==> config.mk <==
export PLATFORM = sky130hd
export DESIGN_NAME = uart_rx_top
export DESIGN_NICKNAME = d
export VERILOG_FILES = /design/src/uart_rx_pkg.sv /design/src/rx_fifo.sv /design/src/serial_rx.sv /design/src/uart_rx_top.sv
export SDC_FILE = /design/constraint.sdc
export NUM_CORES = 1
export LEC_CHECK = 0
export ABC_AREA = 1
export ABC_CLOCK_PERIOD_IN_PS = 3500
export CORE_MARGIN = 5
export CORE_UTILIZATION = 34
export CTS_CLUSTER_DIAMETER = 200
export DETAILED_ROUTE_END_ITERATION = 16
export DONT_BUFFER_PORTS = 1
export GPL_TIMING_DRIVEN = 0
export SLEW_MARGIN = 20
export SYNTH_ARGS = -nofsm -noshare
export SYNTH_HDL_FRONTEND = slang
export SYNTH_SLANG_ARGS = --single-unit
==> constraint.sdc <==
create_clock -name clk -period 3.5 [get_ports clk]
set_clock_uncertainty 0.2 [all_clocks]
set_input_delay 0.7 -clock clk [delete_from_list [all_inputs] [get_ports clk]]
set_output_delay 0.7 -clock clk [all_outputs]
set_load 0.03 [all_outputs]
==> src/uart_rx_pkg.sv <==
// UART receive path shared definitions
// bit timing, FIFO sizing, vector types and the receiver state encoding

`default_nettype none

package uart_rx_pkg;

  // bit timing
  localparam int CLK_FREQ = 25_000_000;              // system clock in Hz
  localparam int BIT_FREQ = 1_562_500;               // baud rate
  localparam int BIT_TIME = CLK_FREQ / BIT_FREQ;     // clocks per bit
  localparam int TIMER_W  = $clog2(BIT_TIME);

  typedef logic [TIMER_W-1:0] bit_timer_t;

  localparam bit_timer_t FULL_BIT_TIME = bit_timer_t'(BIT_TIME - 1);
  localparam bit_timer_t HALF_BIT_TIME = bit_timer_t'((BIT_TIME >> 1) - 1);

  // character FIFO, depth must be a power of two
  localparam int FIFO_DEPTH = 8;
  localparam int FIFO_AW    = $clog2(FIFO_DEPTH);

  typedef logic [7:0]         char_t;      // one received character
  typedef logic [FIFO_AW:0]   fifo_ptr_t;  // address plus wrap bit

  // receiver states
  // ZERO/ONE time a steady bit, POS/NEG confirm an edge,
  // the low bit of the code follows the line level inside a frame
  typedef enum logic [3:0] {
    START = 4'h0,   // start edge seen, confirming
    STOP  = 4'h1,   // character ready, one cycle only
    ZERO  = 4'h4,   // line low
    POS   = 4'h5,   // rising edge, waiting half a bit
    NEG   = 4'h6,   // falling edge, waiting half a bit
    ONE   = 4'h7,   // line high
    HALT  = 4'hA,   // lock-up on a bad state code
    BREAK = 4'hE,   // low stop bit, waiting for idle line
    IDLE  = 4'hF    // waiting for a start edge
  } rx_state_t;

endpackage

`default_nettype wire

==> src/rx_fifo.sv <==
// Character FIFO behind the receiver
// circular buffer with first-word fall-through read and sticky overflow

`timescale 1ns/1ps
`default_nettype none

module rx_fifo (
  input  logic                clk,
  input  logic                rst_n,
  input  uart_rx_pkg::char_t  wr_data,
  input  logic                push,
  input  logic                pop,
  output uart_rx_pkg::char_t  rd_data,
  output logic                empty,
  output logic                overflow
);

  import uart_rx_pkg::*;

  char_t     mem [FIFO_DEPTH];
  fifo_ptr_t wr_ptr;
  fifo_ptr_t rd_ptr;
  logic      full;
  logic      do_push;
  logic      do_pop;

  // same address, wrap bits differ when full
  assign empty = (wr_ptr == rd_ptr);
  assign full  = (wr_ptr[FIFO_AW] != rd_ptr[FIFO_AW]) &&
                 (wr_ptr[FIFO_AW-1:0] == rd_ptr[FIFO_AW-1:0]);

  assign do_push = push && !full;
  assign do_pop  = pop && !empty;         // pop on empty is ignored

  always_ff @(posedge clk)
  begin
    if (do_push)
    begin
      mem[wr_ptr[FIFO_AW-1:0]] <= wr_data;
    end
  end

  always_ff @(posedge clk or negedge rst_n)
  begin
    if (!rst_n)
    begin
      wr_ptr <= '0;
      rd_ptr <= '0;
    end
    else
    begin
      if (do_push)
      begin
        wr_ptr <= wr_ptr + 1'b1;
      end
      if (do_pop)
      begin
        rd_ptr <= rd_ptr + 1'b1;
      end
    end
  end

  always_ff @(posedge clk or negedge rst_n)
  begin
    if (!rst_n)
    begin
      overflow <= 1'b0;
    end
    else if (push && full)
    begin
      overflow <= 1'b1;                   // held until reset
    end
  end

  assign rd_data = mem[rd_ptr[FIFO_AW-1:0]];  // oldest entry

  a_occupancy: assert property (@(posedge clk) disable iff (!rst_n)
    fifo_ptr_t'(wr_ptr - rd_ptr) <= fifo_ptr_t'(FIFO_DEPTH))
    else $error("FIFO occupancy above depth");

  a_idle_ptrs: assert property (@(posedge clk) disable iff (!rst_n)
    (!push && !pop) |=> ($stable(wr_ptr) && $stable(rd_ptr)))
    else $error("FIFO pointers moved without push or pop");

endmodule

`default_nettype wire

==> src/serial_rx.sv <==
// Serial receiver for 8N1 frames
// 3-flop synchronizer followed by an edge-tracking bit timer that
// resyncs on every data edge, rejects short glitches and flags line breaks

`timescale 1ns/1ps
`default_nettype none

module serial_rx (
  input  logic                clk,
  input  logic                rst_n,
  input  logic                rx,          // async serial line, idle high
  output uart_rx_pkg::char_t  rx_char,
  output logic                rx_ready,    // one-cycle pulse per frame
  output logic                line_break
);

  import uart_rx_pkg::*;

  logic [2:0] sync;
  logic       rx_s;
  logic [9:0] shift_reg;
  logic [3:0] bit_cnt;
  bit_timer_t timer;
  rx_state_t  state;

  always_ff @(posedge clk or negedge rst_n)
  begin
    if (!rst_n)
    begin
      sync <= 3'b111;                      // line idles high
    end
    else
    begin
      sync <= {sync[1:0], rx};
    end
  end

  assign rx_s = sync[2];

  always_ff @(posedge clk or negedge rst_n)
  begin
    if (!rst_n)
    begin
      state     <= IDLE;
      timer     <= '0;
      bit_cnt   <= '0;
      shift_reg <= '1;
    end
    else
    begin
      case (state)
        IDLE:
        begin
          if (!rx_s)
          begin
            timer <= '0;
            state <= START;
          end
        end
        START:
        begin
          if (rx_s)                        // too short for a start bit
          begin
            state <= IDLE;
          end
          else if (timer < HALF_BIT_TIME)
          begin
            timer <= timer + 1'b1;
          end
          else
          begin
            bit_cnt <= '0;
            timer   <= '0;
            state   <= ZERO;
          end
        end
        ZERO:
        begin
          if (rx_s)                        // rising edge
          begin
            timer <= '0;
            state <= POS;
          end
          else if (timer < FULL_BIT_TIME)
          begin
            timer <= timer + 1'b1;
          end
          else
          begin
            shift_reg <= {1'b0, shift_reg[9:1]};
            bit_cnt   <= bit_cnt + 1'b1;
            timer     <= '0;
            state     <= (bit_cnt < 4'd8) ? ZERO : BREAK;
          end
        end
        POS:
        begin
          if (!rx_s)                       // glitch, back to the old bit
          begin
            timer <= timer + HALF_BIT_TIME;
            state <= ZERO;
          end
          else if (timer < HALF_BIT_TIME)
          begin
            timer <= timer + 1'b1;
          end
          else
          begin
            shift_reg <= {1'b1, shift_reg[9:1]};
            bit_cnt   <= bit_cnt + 1'b1;
            timer     <= '0;
            state     <= (bit_cnt < 4'd8) ? ONE : STOP;
          end
        end
        ONE:
        begin
          if (!rx_s)                       // falling edge
          begin
            timer <= '0;
            state <= NEG;
          end
          else if (timer < FULL_BIT_TIME)
          begin
            timer <= timer + 1'b1;
          end
          else
          begin
            shift_reg <= {1'b1, shift_reg[9:1]};
            bit_cnt   <= bit_cnt + 1'b1;
            timer     <= '0;
            state     <= (bit_cnt < 4'd8) ? ONE : STOP;
          end
        end
        NEG:
        begin
          if (rx_s)                        // glitch
          begin
            timer <= timer + HALF_BIT_TIME;
            state <= ONE;
          end
          else if (timer < HALF_BIT_TIME)
          begin
            timer <= timer + 1'b1;
          end
          else
          begin
            shift_reg <= {1'b0, shift_reg[9:1]};
            bit_cnt   <= bit_cnt + 1'b1;
            timer     <= '0;
            state     <= (bit_cnt < 4'd8) ? ZERO : BREAK;
          end
        end
        STOP:
        begin
          state <= IDLE;                   // single cycle
        end
        BREAK:
        begin
          if (!rx_s)
          begin
            timer <= '0;                   // line still low
          end
          else if (timer < HALF_BIT_TIME)
          begin
            timer <= timer + 1'b1;
          end
          else
          begin
            state <= IDLE;
          end
        end
        default:
        begin
          state <= HALT;                   // also holds HALT
        end
      endcase
    end
  end

  // the ninth shift is the stop bit, data sits below it
  assign rx_char    = shift_reg[8:1];
  assign rx_ready   = (state == STOP);
  assign line_break = (state == BREAK);

  a_ready_pulse: assert property (@(posedge clk) disable iff (!rst_n)
    rx_ready |=> !rx_ready)
    else $error("rx_ready high for more than one cycle");

  a_ready_break: assert property (@(posedge clk) disable iff (!rst_n)
    !(rx_ready && line_break))
    else $error("rx_ready and line_break both high");

endmodule

`default_nettype wire

==> src/uart_rx_top.sv <==
// UART receive path top level
// serial receiver feeding the character FIFO

`timescale 1ns/1ps
`default_nettype none

module uart_rx_top (
  input  logic                clk,
  input  logic                rst_n,
  input  logic                rx,
  input  logic                pop,
  output uart_rx_pkg::char_t  rd_data,
  output logic                empty,
  output logic                overflow,
  output logic                line_break
);

  import uart_rx_pkg::*;

  char_t rx_char;
  logic  rx_ready;

  serial_rx u_serial_rx (
    .clk        (clk),
    .rst_n      (rst_n),
    .rx         (rx),
    .rx_char    (rx_char),
    .rx_ready   (rx_ready),
    .line_break (line_break)           // straight to the output
  );

  rx_fifo u_rx_fifo (
    .clk      (clk),
    .rst_n    (rst_n),
    .wr_data  (rx_char),
    .push     (rx_ready),
    .pop      (pop),
    .rd_data  (rd_data),
    .empty    (empty),
    .overflow (overflow)
  );

endmodule

`default_nettype wire
==> metrics.yaml, run 1 <==
setup_path:
  crit_type: "register to output pin"
  endpoint: "rd_data[3]"
  critical-path-max-stage-delay_ps: 460
  worstRegToRegCells: 7
  crit_buf_inv: 3
  critPathSlowestCell: "buf_1"
  crit_chain: "buf_2 -> inv_1 -> buf_1 -> nor2_1 -> o32ai_1 -> nand2_1 -> nand2_1"
  crit_path_frequent_cell: "nand2_1"
  cp-end-kind: "output pin"
  rrSetupSlack_ps: 730
  cp-startpoint: "u_rx_fifo.rd_ptr[0]"
  required_ps: 2600
  start_kind: "register"
  critPathMaxFanout: 10
  arrival_ps: 2240
  reg2reg_from: "u_serial_rx.state[0]"
  cp_top_family: "buffers and inverters"
  timing.rr.end: "u_rx_fifo.mem[0][4]"
  path_depth: 7
finish:
  area_growth_pct: 12.1
  drive_above_1_share: 0.130
  antenna_cells: 0
  nets: 513
  largest_reg_flops: 64
  final_common_cell: "nand2_1"
  mostFrequentLayoutCells: "nand2_1, nor2_1, edfxtp_1, inv_1, nand3_1"
  final_cell_area_sq_um: 5210
detailed_routing:
  antenna_left: 0
  avgRoutedWirePerCell_um: 14.2
  vias: 3331
  dr.pass1.iters: 4
  vias_per_cell: 4.86
  drt-initial-drc-count: 216
  wirelength_um: 9700
  drcViolationCount: 0
power_and_ir_drop:
  power_switching_share: 0.397
  switchingPower_w: 0.00150
  pwr-share-comb: 0.344
  clkPwrFrac: 0.269
  p_leak_nw: 2.16
  vdd_ir_drop_max_mv: 0.290
  powerDensity_nw_per_um2: 727
  seq_power_share: 0.387
  internal-power_w: 0.00228
timing:
  min_period_ps: 3140
  rsz0062_at_grt: "no"
  timing.fmax_ghz: 0.318
  tns_ps: 0
  worst_slew_pin_slew_ps: 846
  setup_viol: 0
  slew_headroom: 0.434
  final_hold_viol_count: 0
  period_share: 0.898
  slew_viol_final: 0
die:
  die_area_sq_um: 16100
  start_util: 0.349
  rows: 42
  die-height_um: 127
  coreArea_sq_um: 13300
  ios: 15
  fp.dieW_um: 127
yosys:
  synth-simple-area-share: 0.237
  yosysTopAreaCell: "edfxtp_1"
  synth_cells: 491
  synth_area_leaders: "edfxtp_1, nand2_1, dfrtp_1"
  synthDistinctLibCells: 36
  synthAdderAreaFrac: 0.0135
  synth_top_family_by_area: "simple AND/OR/NAND/NOR gates"
  synth_nets: 500
  synth_mux_area_frac: 0
  ys_ff_latch: 97
  synth_xor_xnor_area_share: 0.0170
  synth_top_area_share: 0.414
  ys_seq_area_frac: 0.596
  synth_area_per_cell_sq_um: 9.46
  yosysWarnings: 0
  synth_compound_area_frac: 0.0873
  syn_area_sq_um: 4640
clock_tree:
  cts_resized: 0
  htreeDepth: 3
  clkLatencyLatePin_ps: 340
  cts_tree: "built"
  cts_root_buffer: "clkbuf_16"
  cts_made_buffers: 9
  clock-sinks: 97
  cts_buffer_depth: 2
  cts_setup_buffers: 0
  path_clk_slew_ps: 70
global_route:
  use_met3: 0.0332
  met1_usage: 0.163
  grt_usage: 0.127
  grt_busiest_layer: "met2"
  grt_first_pass_wirelength_um: 16400
  grt_max_degree: 34
  overflow: 0
  grt_pass1_vias: 3264
  antenna_found_initial: 0
  grt_use_met2: 0.210
run_status:
  outcome: "finished, final reports clean"
min_path:
  hold_class: "register to register"
  holdPathStages: 0
run:
  maxCapViolCount: 0
placed_design:
  port_buffers: 0
  routabilityCongestion: 0.895
  place_area_sq_um: 4860
  place.detailed.hpwl_um: 6970
## cell usage after synthesis
master and n:
nor3_2 2, a21oi_1 4, or2_2 1, or2_1 1, buf_6 1, nor3_1 1, xor2_1 5, dfstp_2 16
nor2_2 5, nor2_4 1, nor2_1 79, inv_1 35, o21bai_1 1, nand2_1 134, nand4_1 4, o21ai_1 3
edfxtp_1 64, o2111ai_1 1, buf_1 2, inv_2 6, nand3_2 1, buf_2 2, nand3b_1 1, clkinv_1 1
nand2_2 3, xnor2_1 4, o21ai_2 9, o32ai_1 16, a21boi_0 2, clkbuf_1 10, buf_4 1, o21ai_0 24
nand3_1 28, nand3_4 1, ha_1 5, dfrtp_1 17
## routing by layer
metal | vias up | wire [um]
li1 | 1670 | -
met1 | 1571 | 4440
met2 | 80 | 4680
met3 | 10 | 466
met4 | 0 | 119
met5 | - | 0
## cells by family after synthesis
group           after synthesis
compound gates               60
xor+xnor                      9
fa+ha+maj                     5
buf+inv                      58
flops                        97
simple gates                262
## worst min-delay path by stage
stage | from | end
finish | u_serial_rx.sync[0] | u_serial_rx.sync[1]
global route | rx | u_serial_rx.sync[0]
CTS | rx | u_serial_rx.sync[0]
detailed placement | u_serial_rx.sync[0] | u_serial_rx.sync[1]
global placement | u_serial_rx.sync[0] | u_serial_rx.sync[1]
floorplan | u_serial_rx.sync[0] | u_serial_rx.sync[1]
## layout make-up
cell class | instances | area (sq um)
Clock inverter | 7 | 88.8
Sequential cell | 97 | 2770
Tap cell | 176 | 220
Inverter | 42 | 158
Buffer | 16 | 73.8
Clock buffer | 9 | 225
Fill cell | 1305 | 8090
Timing Repair Buffer | 2 | 30.0
Multi-Input combinational cell | 336 | 1650
## repair_timing
| action | CTS | global route |
|---|---|---|
| hold endpoints to repair | 33 | 0 |
| hold buffers | 2 | 0 |
| endpoints found under the setup margin | 0 | 0 |
## stage by stage
step / utilization / instances / hold WS [ps] / power [W] / setup slack [ps]
finish: 0.392 / 685 / 156 / 0.00379 / 358
global placement: 0.366 / 667 / 148 / 0.00277 / 726
CTS: 0.392 / 685 / 142 / 0.00383 / 353
global route: 0.392 / 685 / 134 / 0.00406 / 178
floorplan: - / 491 / 145 / 0.00248 / 1130
detailed placement: 0.366 / 667 / 147 / 0.00279 / 676
## power by group through the flow
stage | Clock (W) | Combinational [W] | Sequential (W)
6_report | 0.00102 | 0.00130 | 0.00147
3_5_place_dp | 0 | 0.00130 | 0.00149
2_1_floorplan | 0 | 0.00102 | 0.00146
5_1_grt | 0.00110 | 0.00147 | 0.00148
4_1_cts | 0.00105 | 0.00132 | 0.00146
3_3_place_gp | 0 | 0.00128 | 0.00148
Power figures use the tool's default switching activity.
==> run 2, diff against run 1 <==
CAP_MARGIN = 40   (was default)
CORE_UTILIZATION = 40   (was 34)
==> run 2 against run 1 <==
Against the previous run: critical path depth stayed put; design area rose by 0.72%; clock-buffer cell count did not move; combinational power is essentially flat; sequential cell count stayed put; global-route usage increased by 3.1 points; via count is 2.7% higher; worst hold slack lost 10 ps; routed wire length increased by 8.6%; clock power up 9.8%; largest cell class unchanged; largest power group unchanged.
==> metrics.yaml, run 2 (synthesis results as in run 1) <==
timing:
  slew_headroom: 0.482  # +0.0485
  worst_slew_pin_slew_ps: 773  # -72.5 ps
  slew_viol_final: 0  # unchanged
  setup_viol: 0  # unchanged
  timing.fmax_ghz: 0.316  # -0.87%
  period_share: 0.905  # +0.00788
  min_period_ps: 3170  # +27.6 ps
  hold_ws_ps: 145  # -10.5 ps
  setup_slack_ps: 331  # -27.6 ps
  final_hold_viol_count: 0  # unchanged
  rsz0062_at_grt: "no"
  tns_ps: 0  # unchanged
die:
  coreArea_sq_um: 11400  # -14%
  start_util: 0.407  # +0.0574
  ios: 15  # unchanged
  die-height_um: 118  # -7.2%
  fp.dieW_um: 118  # -7.2%
  rows: 39  # -7.1%
  die_area_sq_um: 13900  # -14%
clock_tree:
  cts_root_buffer: "clkbuf_16"
  cts_buffer_depth: 2  # unchanged
  htreeDepth: 3  # unchanged
  cts_setup_buffers: 0  # unchanged
  cts_made_buffers: 9  # unchanged
  path_clk_slew_ps: 70  # about the same
  clkLatencyLatePin_ps: 350  # about the same
  clock-sinks: 97  # unchanged
  cts_tree: "built"
finish:
  drive_above_1_share: 0.138  # +0.00793
  area_growth_pct: 13.0
  antenna_cells: 0  # unchanged
  final_common_cell: "nand2_1"
  nets: 520  # +1.4%
  mostFrequentLayoutCells: "nand2_1, nor2_1, edfxtp_1, inv_1, nand3_1"
  largest_reg_flops: 64  # unchanged
global_route:
  overflow: 0  # unchanged
  grt_usage: 0.158  # +0.0311
  grt_max_degree: 34  # unchanged
  grt_first_pass_wirelength_um: 17400  # +6.4%
  antenna_found_initial: 0  # unchanged
  grt_pass1_vias: 3452  # +5.8%
setup_path:
  endpoint: "rd_data[4]"
  start_kind: "register"
  timing.rr.end: "u_rx_fifo.mem[6][6]"
  crit_type: "register to output pin"
  reg2reg_from: "u_serial_rx.state[0]"
  critPathMaxFanout: 10  # unchanged
  required_ps: 2600  # about the same
  arrival_ps: 2270  # +30 ps
  cp-end-kind: "output pin"
  rrSetupSlack_ps: 760  # +30 ps
  cp-startpoint: "u_rx_fifo.rd_ptr[0]"
  worstRegToRegCells: 7  # unchanged
detailed_routing:
  vias_per_cell: 5.19  # +6.8%
  drcViolationCount: 0  # unchanged
  dr.pass1.iters: 5  # +1
  drt-initial-drc-count: 298  # +38%
  avgRoutedWirePerCell_um: 16.0  # +13%
  vias: 3422  # +2.7%
  antenna_left: 0  # unchanged
  wirelength_um: 10500  # +8.6%
placed_design:
  place.detailed.hpwl_um: 7330  # +5.0%
  port_buffers: 0  # unchanged
  dp_slack_ps: 697  # +21.5 ps
  routabilityCongestion: 0.872  # -2.5%
run_status:
  outcome: "finished, final reports clean"
power_and_ir_drop:
  p_leak_nw: 2.21  # +2.4%
  powerDensity_nw_per_um2: 748  # +2.8%
  vdd_ir_drop_max_mv: 0.443  # +53%
run:
  maxCapViolCount: 0  # unchanged
min_path:
  hold_class: "input pin to register"
[run 2: cell count changes in the layout (fill, tap and decap cells not counted), sizes merged]
cell	previous run	this run
buf	7	14
clkinvlp	1	0
bufinv	1	3
clkinv	1	3
inv	46	43
[run 2: how the worst min path moves through the flow]
stage	startpoint	endpoint	slack [ps]	cells past startpoint
2_1_floorplan	u_serial_rx.sync[0]	u_serial_rx.sync[1]	150	0
3_3_place_gp	u_serial_rx.sync[0]	u_serial_rx.sync[1]	150	0
6_report	rx	u_serial_rx.sync[0]	150	0
4_1_cts	rx	u_serial_rx.sync[0]	130	0
3_5_place_dp	u_serial_rx.sync[1]	u_serial_rx.sync[2]	150	0
5_1_grt	rx	u_serial_rx.sync[0]	120	0
[run 2: layer usage]
layer,wire [um],GRT usage,part of all wire
met3,577,0.0346,0.055
met1,4440,0.197,0.42
met4,174,0.0631,0.017
met2,5340,0.267,0.51
met5,0,0,0
[run 2: power breakdown]
part / internal (W) / leakage (nW) / switching, W
Clock: 0.000698 / 0.166 / 0.000426
Combinational: 0.000360 / 1.03 / 0.000970
Sequential: 0.00135 / 1.02 / 0.000119
Total: 0.00241 / 2.21 / 0.00151
[run 2: worst max-delay path, stage by stage (launching register included)]
cell and delay [ps]:
dfrtp_1 380, buf_2 180, inv_1 180, clkbuf_1 480
nor2_1 100, o32ai_1 250, nand2_1 80, nand2_1 270
[run 2: layout make-up]
class | instances | area (sq um)
multi-input cells | 336 | 1650
well taps | 143 | 179
inverters | 42 | 158
fillers | 1075 | 6170
flip-flops and latches | 97 | 2770
repair buffers | 9 | 82.6
clock inverters | 7 | 115
plain buffers | 16 | 73.8
clock buffers | 9 | 225
[run 2: timing repair]
item	4_1_cts	5_1_grt
hold buffers	2	0
setup endpoints to repair	0	0
hold endpoints to repair	33	0
gates resized for setup	0	0
[run 2: through the flow]
stage | std cells | power [W] | utilization | cell area (sq um)
2_1_floorplan | 491 | 0.00248 | - | 4640
3_3_place_gp | 634 | 0.00279 | 0.422 | 4820
3_5_place_dp | 639 | 0.00282 | 0.426 | 4860
4_1_cts | 657 | 0.00395 | 0.458 | 5230
5_1_grt | 659 | 0.00416 | 0.459 | 5250
6_report | 659 | 0.00392 | 0.459 | 5250
==> run 3, diff against run 2 <==
ABC_CLOCK_PERIOD_IN_PS = 3100   (was 3500)
clock period = 3.1 ns   (was 3.5 ns; I/O delays follow)
==> run 3 against run 2 <==
Against the previous run: clock-buffer cell count is the same; highest routed layer unchanged; non-clock buffer count unchanged; sequential share of layout area fell by 0.088 points; utilization up 0.077 points; setup slack worse by 170 ps; largest power group unchanged; sequential cell count is the same; register-to-register slack got worse by 380 ps; via count is 0.61% higher; critical path depth fell by 3; critical path type unchanged; worst hold slack lost 80 ps.
==> metrics.yaml, run 3 (synthesis results as in run 1) <==
run_status:
  outcome: "finished, final reports clean"
clock_tree:
  clkLatencyLatePin_ps: 350  # about the same
  path_clk_slew_ps: 70  # about the same
  cts_buffer_depth: 2  # unchanged
  htreeDepth: 3  # unchanged
  cts_made_buffers: 9  # unchanged
  cts_tree: "built"
  cts_root_buffer: "clkbuf_16"
  clock-sinks: 97  # unchanged
setup_path:
  crit_type: "register to output pin"
  cp-end-kind: "output pin"
  timing.rr.end: "u_rx_fifo.mem[6][6]"
  crit_chain: "clkbuf_1 -> clkinvlp_4 -> nand2_1 -> nand2_1"
  arrival_ps: 2120  # -150 ps
  critPathSlowestCell: "clkbuf_1"
  rrSetupSlack_ps: 380  # -380 ps
  cp_top_family: "buffers and inverters"
  worstRegToRegCells: 7  # unchanged
  reg2reg_from: "u_serial_rx.state[0]"
  required_ps: 2280  # -320 ps
  critPathMaxFanout: 10  # unchanged
  critical-path-max-stage-delay_ps: 510  # +30 ps
  crit_path_frequent_cell: "nand2_1"
  start_kind: "register"
  crit_buf_inv: 2  # -1
placed_design:
  place.detailed.hpwl_um: 7330  # unchanged
  routabilityCongestion: 0.872  # unchanged
  place_area_sq_um: 4860  # unchanged
  port_buffers: 0  # unchanged
min_path:
  holdPathStages: 0  # unchanged
  hold_start: "rx"
  min_to: "u_serial_rx.sync[0]"
  hold_class: "input pin to register"
timing:
  final_hold_viol_count: 0  # unchanged
  setup_viol: 0  # unchanged
  slew_viol_final: 0  # unchanged
  timing.fmax_ghz: 0.340
  slew_headroom: 0.491  # +0.00810
  tns_ps: 0  # unchanged
  rsz0062_at_grt: "no"
  min_period_ps: 2940
  period_share: 0.947
  worst_slew_pin_slew_ps: 761  # -12.1 ps
  hold_ws_ps: 65.3  # -80.1 ps
detailed_routing:
  drt-initial-drc-count: 322  # +8.1%
  dr.pass1.iters: 5  # unchanged
  vias: 3443  # +0.61%
  avgRoutedWirePerCell_um: 16.0  # about the same
  drcViolationCount: 0  # unchanged
  wirelength_um: 10500  # about the same
  vias_per_cell: 5.22  # +0.61%
  antenna_left: 0  # unchanged
die:
  coreArea_sq_um: 11400  # unchanged
  die_area_sq_um: 13900  # unchanged
  fp.dieW_um: 118  # unchanged
  rows: 39  # unchanged
  start_util: 0.407  # unchanged
  ios: 15  # unchanged
  die-height_um: 118  # unchanged
global_route:
  grt_usage: 0.158  # unchanged
  grt_first_pass_wirelength_um: 17400  # unchanged
  grt_max_degree: 34  # unchanged
  overflow: 0  # unchanged
  antenna_found_initial: 0  # unchanged
  grt_pass1_vias: 3452  # unchanged
finish:
  mostFrequentLayoutCells: "nand2_1, nor2_1, edfxtp_1, inv_1, nand3_1"
  nets: 520  # unchanged
  area_growth_pct: 13.1
  antenna_cells: 0  # unchanged
  largest_reg_flops: 64  # unchanged
  drive_above_1_share: 0.147  # +0.00969
  final_cell_area_sq_um: 5260  # +0.17%
  final_common_cell: "nand2_1"
power_and_ir_drop:
  p_leak_nw: 2.22  # +0.48%
  powerDensity_nw_per_um2: 844  # +13%
  total_power_w: 0.00444  # +13%
  vdd_ir_drop_max_mv: 0.504  # +14%
run:
  maxCapViolCount: 0  # unchanged
## run 3: timing repair
action	4_1_cts	5_1_grt
gates cloned	0	0
hold buffers	2	0
endpoints found under the hold margin	33	0
endpoints found under the setup margin	1	8
buffers inserted	0	0
gates resized for setup	1	7
## run 3: worst max-delay path by stage
stage | startpoint | to | slack (ps) | cells after the start
2_1_floorplan | u_rx_fifo.rd_ptr[0] | rd_data[2] | 810 | 7
3_3_place_gp | u_serial_rx.state[0] | u_rx_fifo.mem[0][3] | 260 | 7
3_5_place_dp | u_serial_rx.state[0] | u_rx_fifo.mem[4][3] | 300 | 7
4_1_cts | u_rx_fifo.rd_ptr[0] | rd_data[4] | 6 | 7
5_1_grt | u_rx_fifo.rd_ptr[0] | rd_data[7] | 20 | 6
6_report | u_rx_fifo.rd_ptr[2] | rd_data[4] | 160 | 4
## run 3: area by class of cell
type	instances	area [sq um]
well taps	143	179
clock buffers	9	225
inverters	42	161
flip-flops and latches	97	2770
clock inverters	7	115
multi-input cells	336	1650
repair buffers	9	82.6
plain buffers	16	78.8
fillers	1073	6160
## run 3: worst register-to-register path: stages (launching register included)
cell and delay [ps]:
dfstp_2 600, inv_2 60, nor2_2 150, nand3_1 160, inv_1 150, nand2_1 120
or2_1 300, nor2_1 610
## run 3: through the flow
stage | util | setup slack (ps) | instances
2_1_floorplan | - | 807 | 491
3_3_place_gp | 0.422 | 262 | 634
3_5_place_dp | 0.426 | 297 | 639
4_1_cts | 0.458 | 6.30 | 657
5_1_grt | 0.460 | 17.2 | 659
6_report | 0.460 | 163 | 659
## run 3: routing by layer
layer	vias to the layer above	global-route usage	routed length, um
li1	1681	-	-
met1	1656	0.197	4490
met2	88	0.267	5330
met3	18	0.0346	539
met4	0	0.0631	188
met5	-	0	0
## run 3: power breakdown
group	switching (W)	leakage (nW)	internal, W	total (W)
Sequential	0.000134	1.02	0.00152	0.00166
Clock	0.000482	0.166	0.000789	0.00127
Combinational	0.00110	1.04	0.000413	0.00151
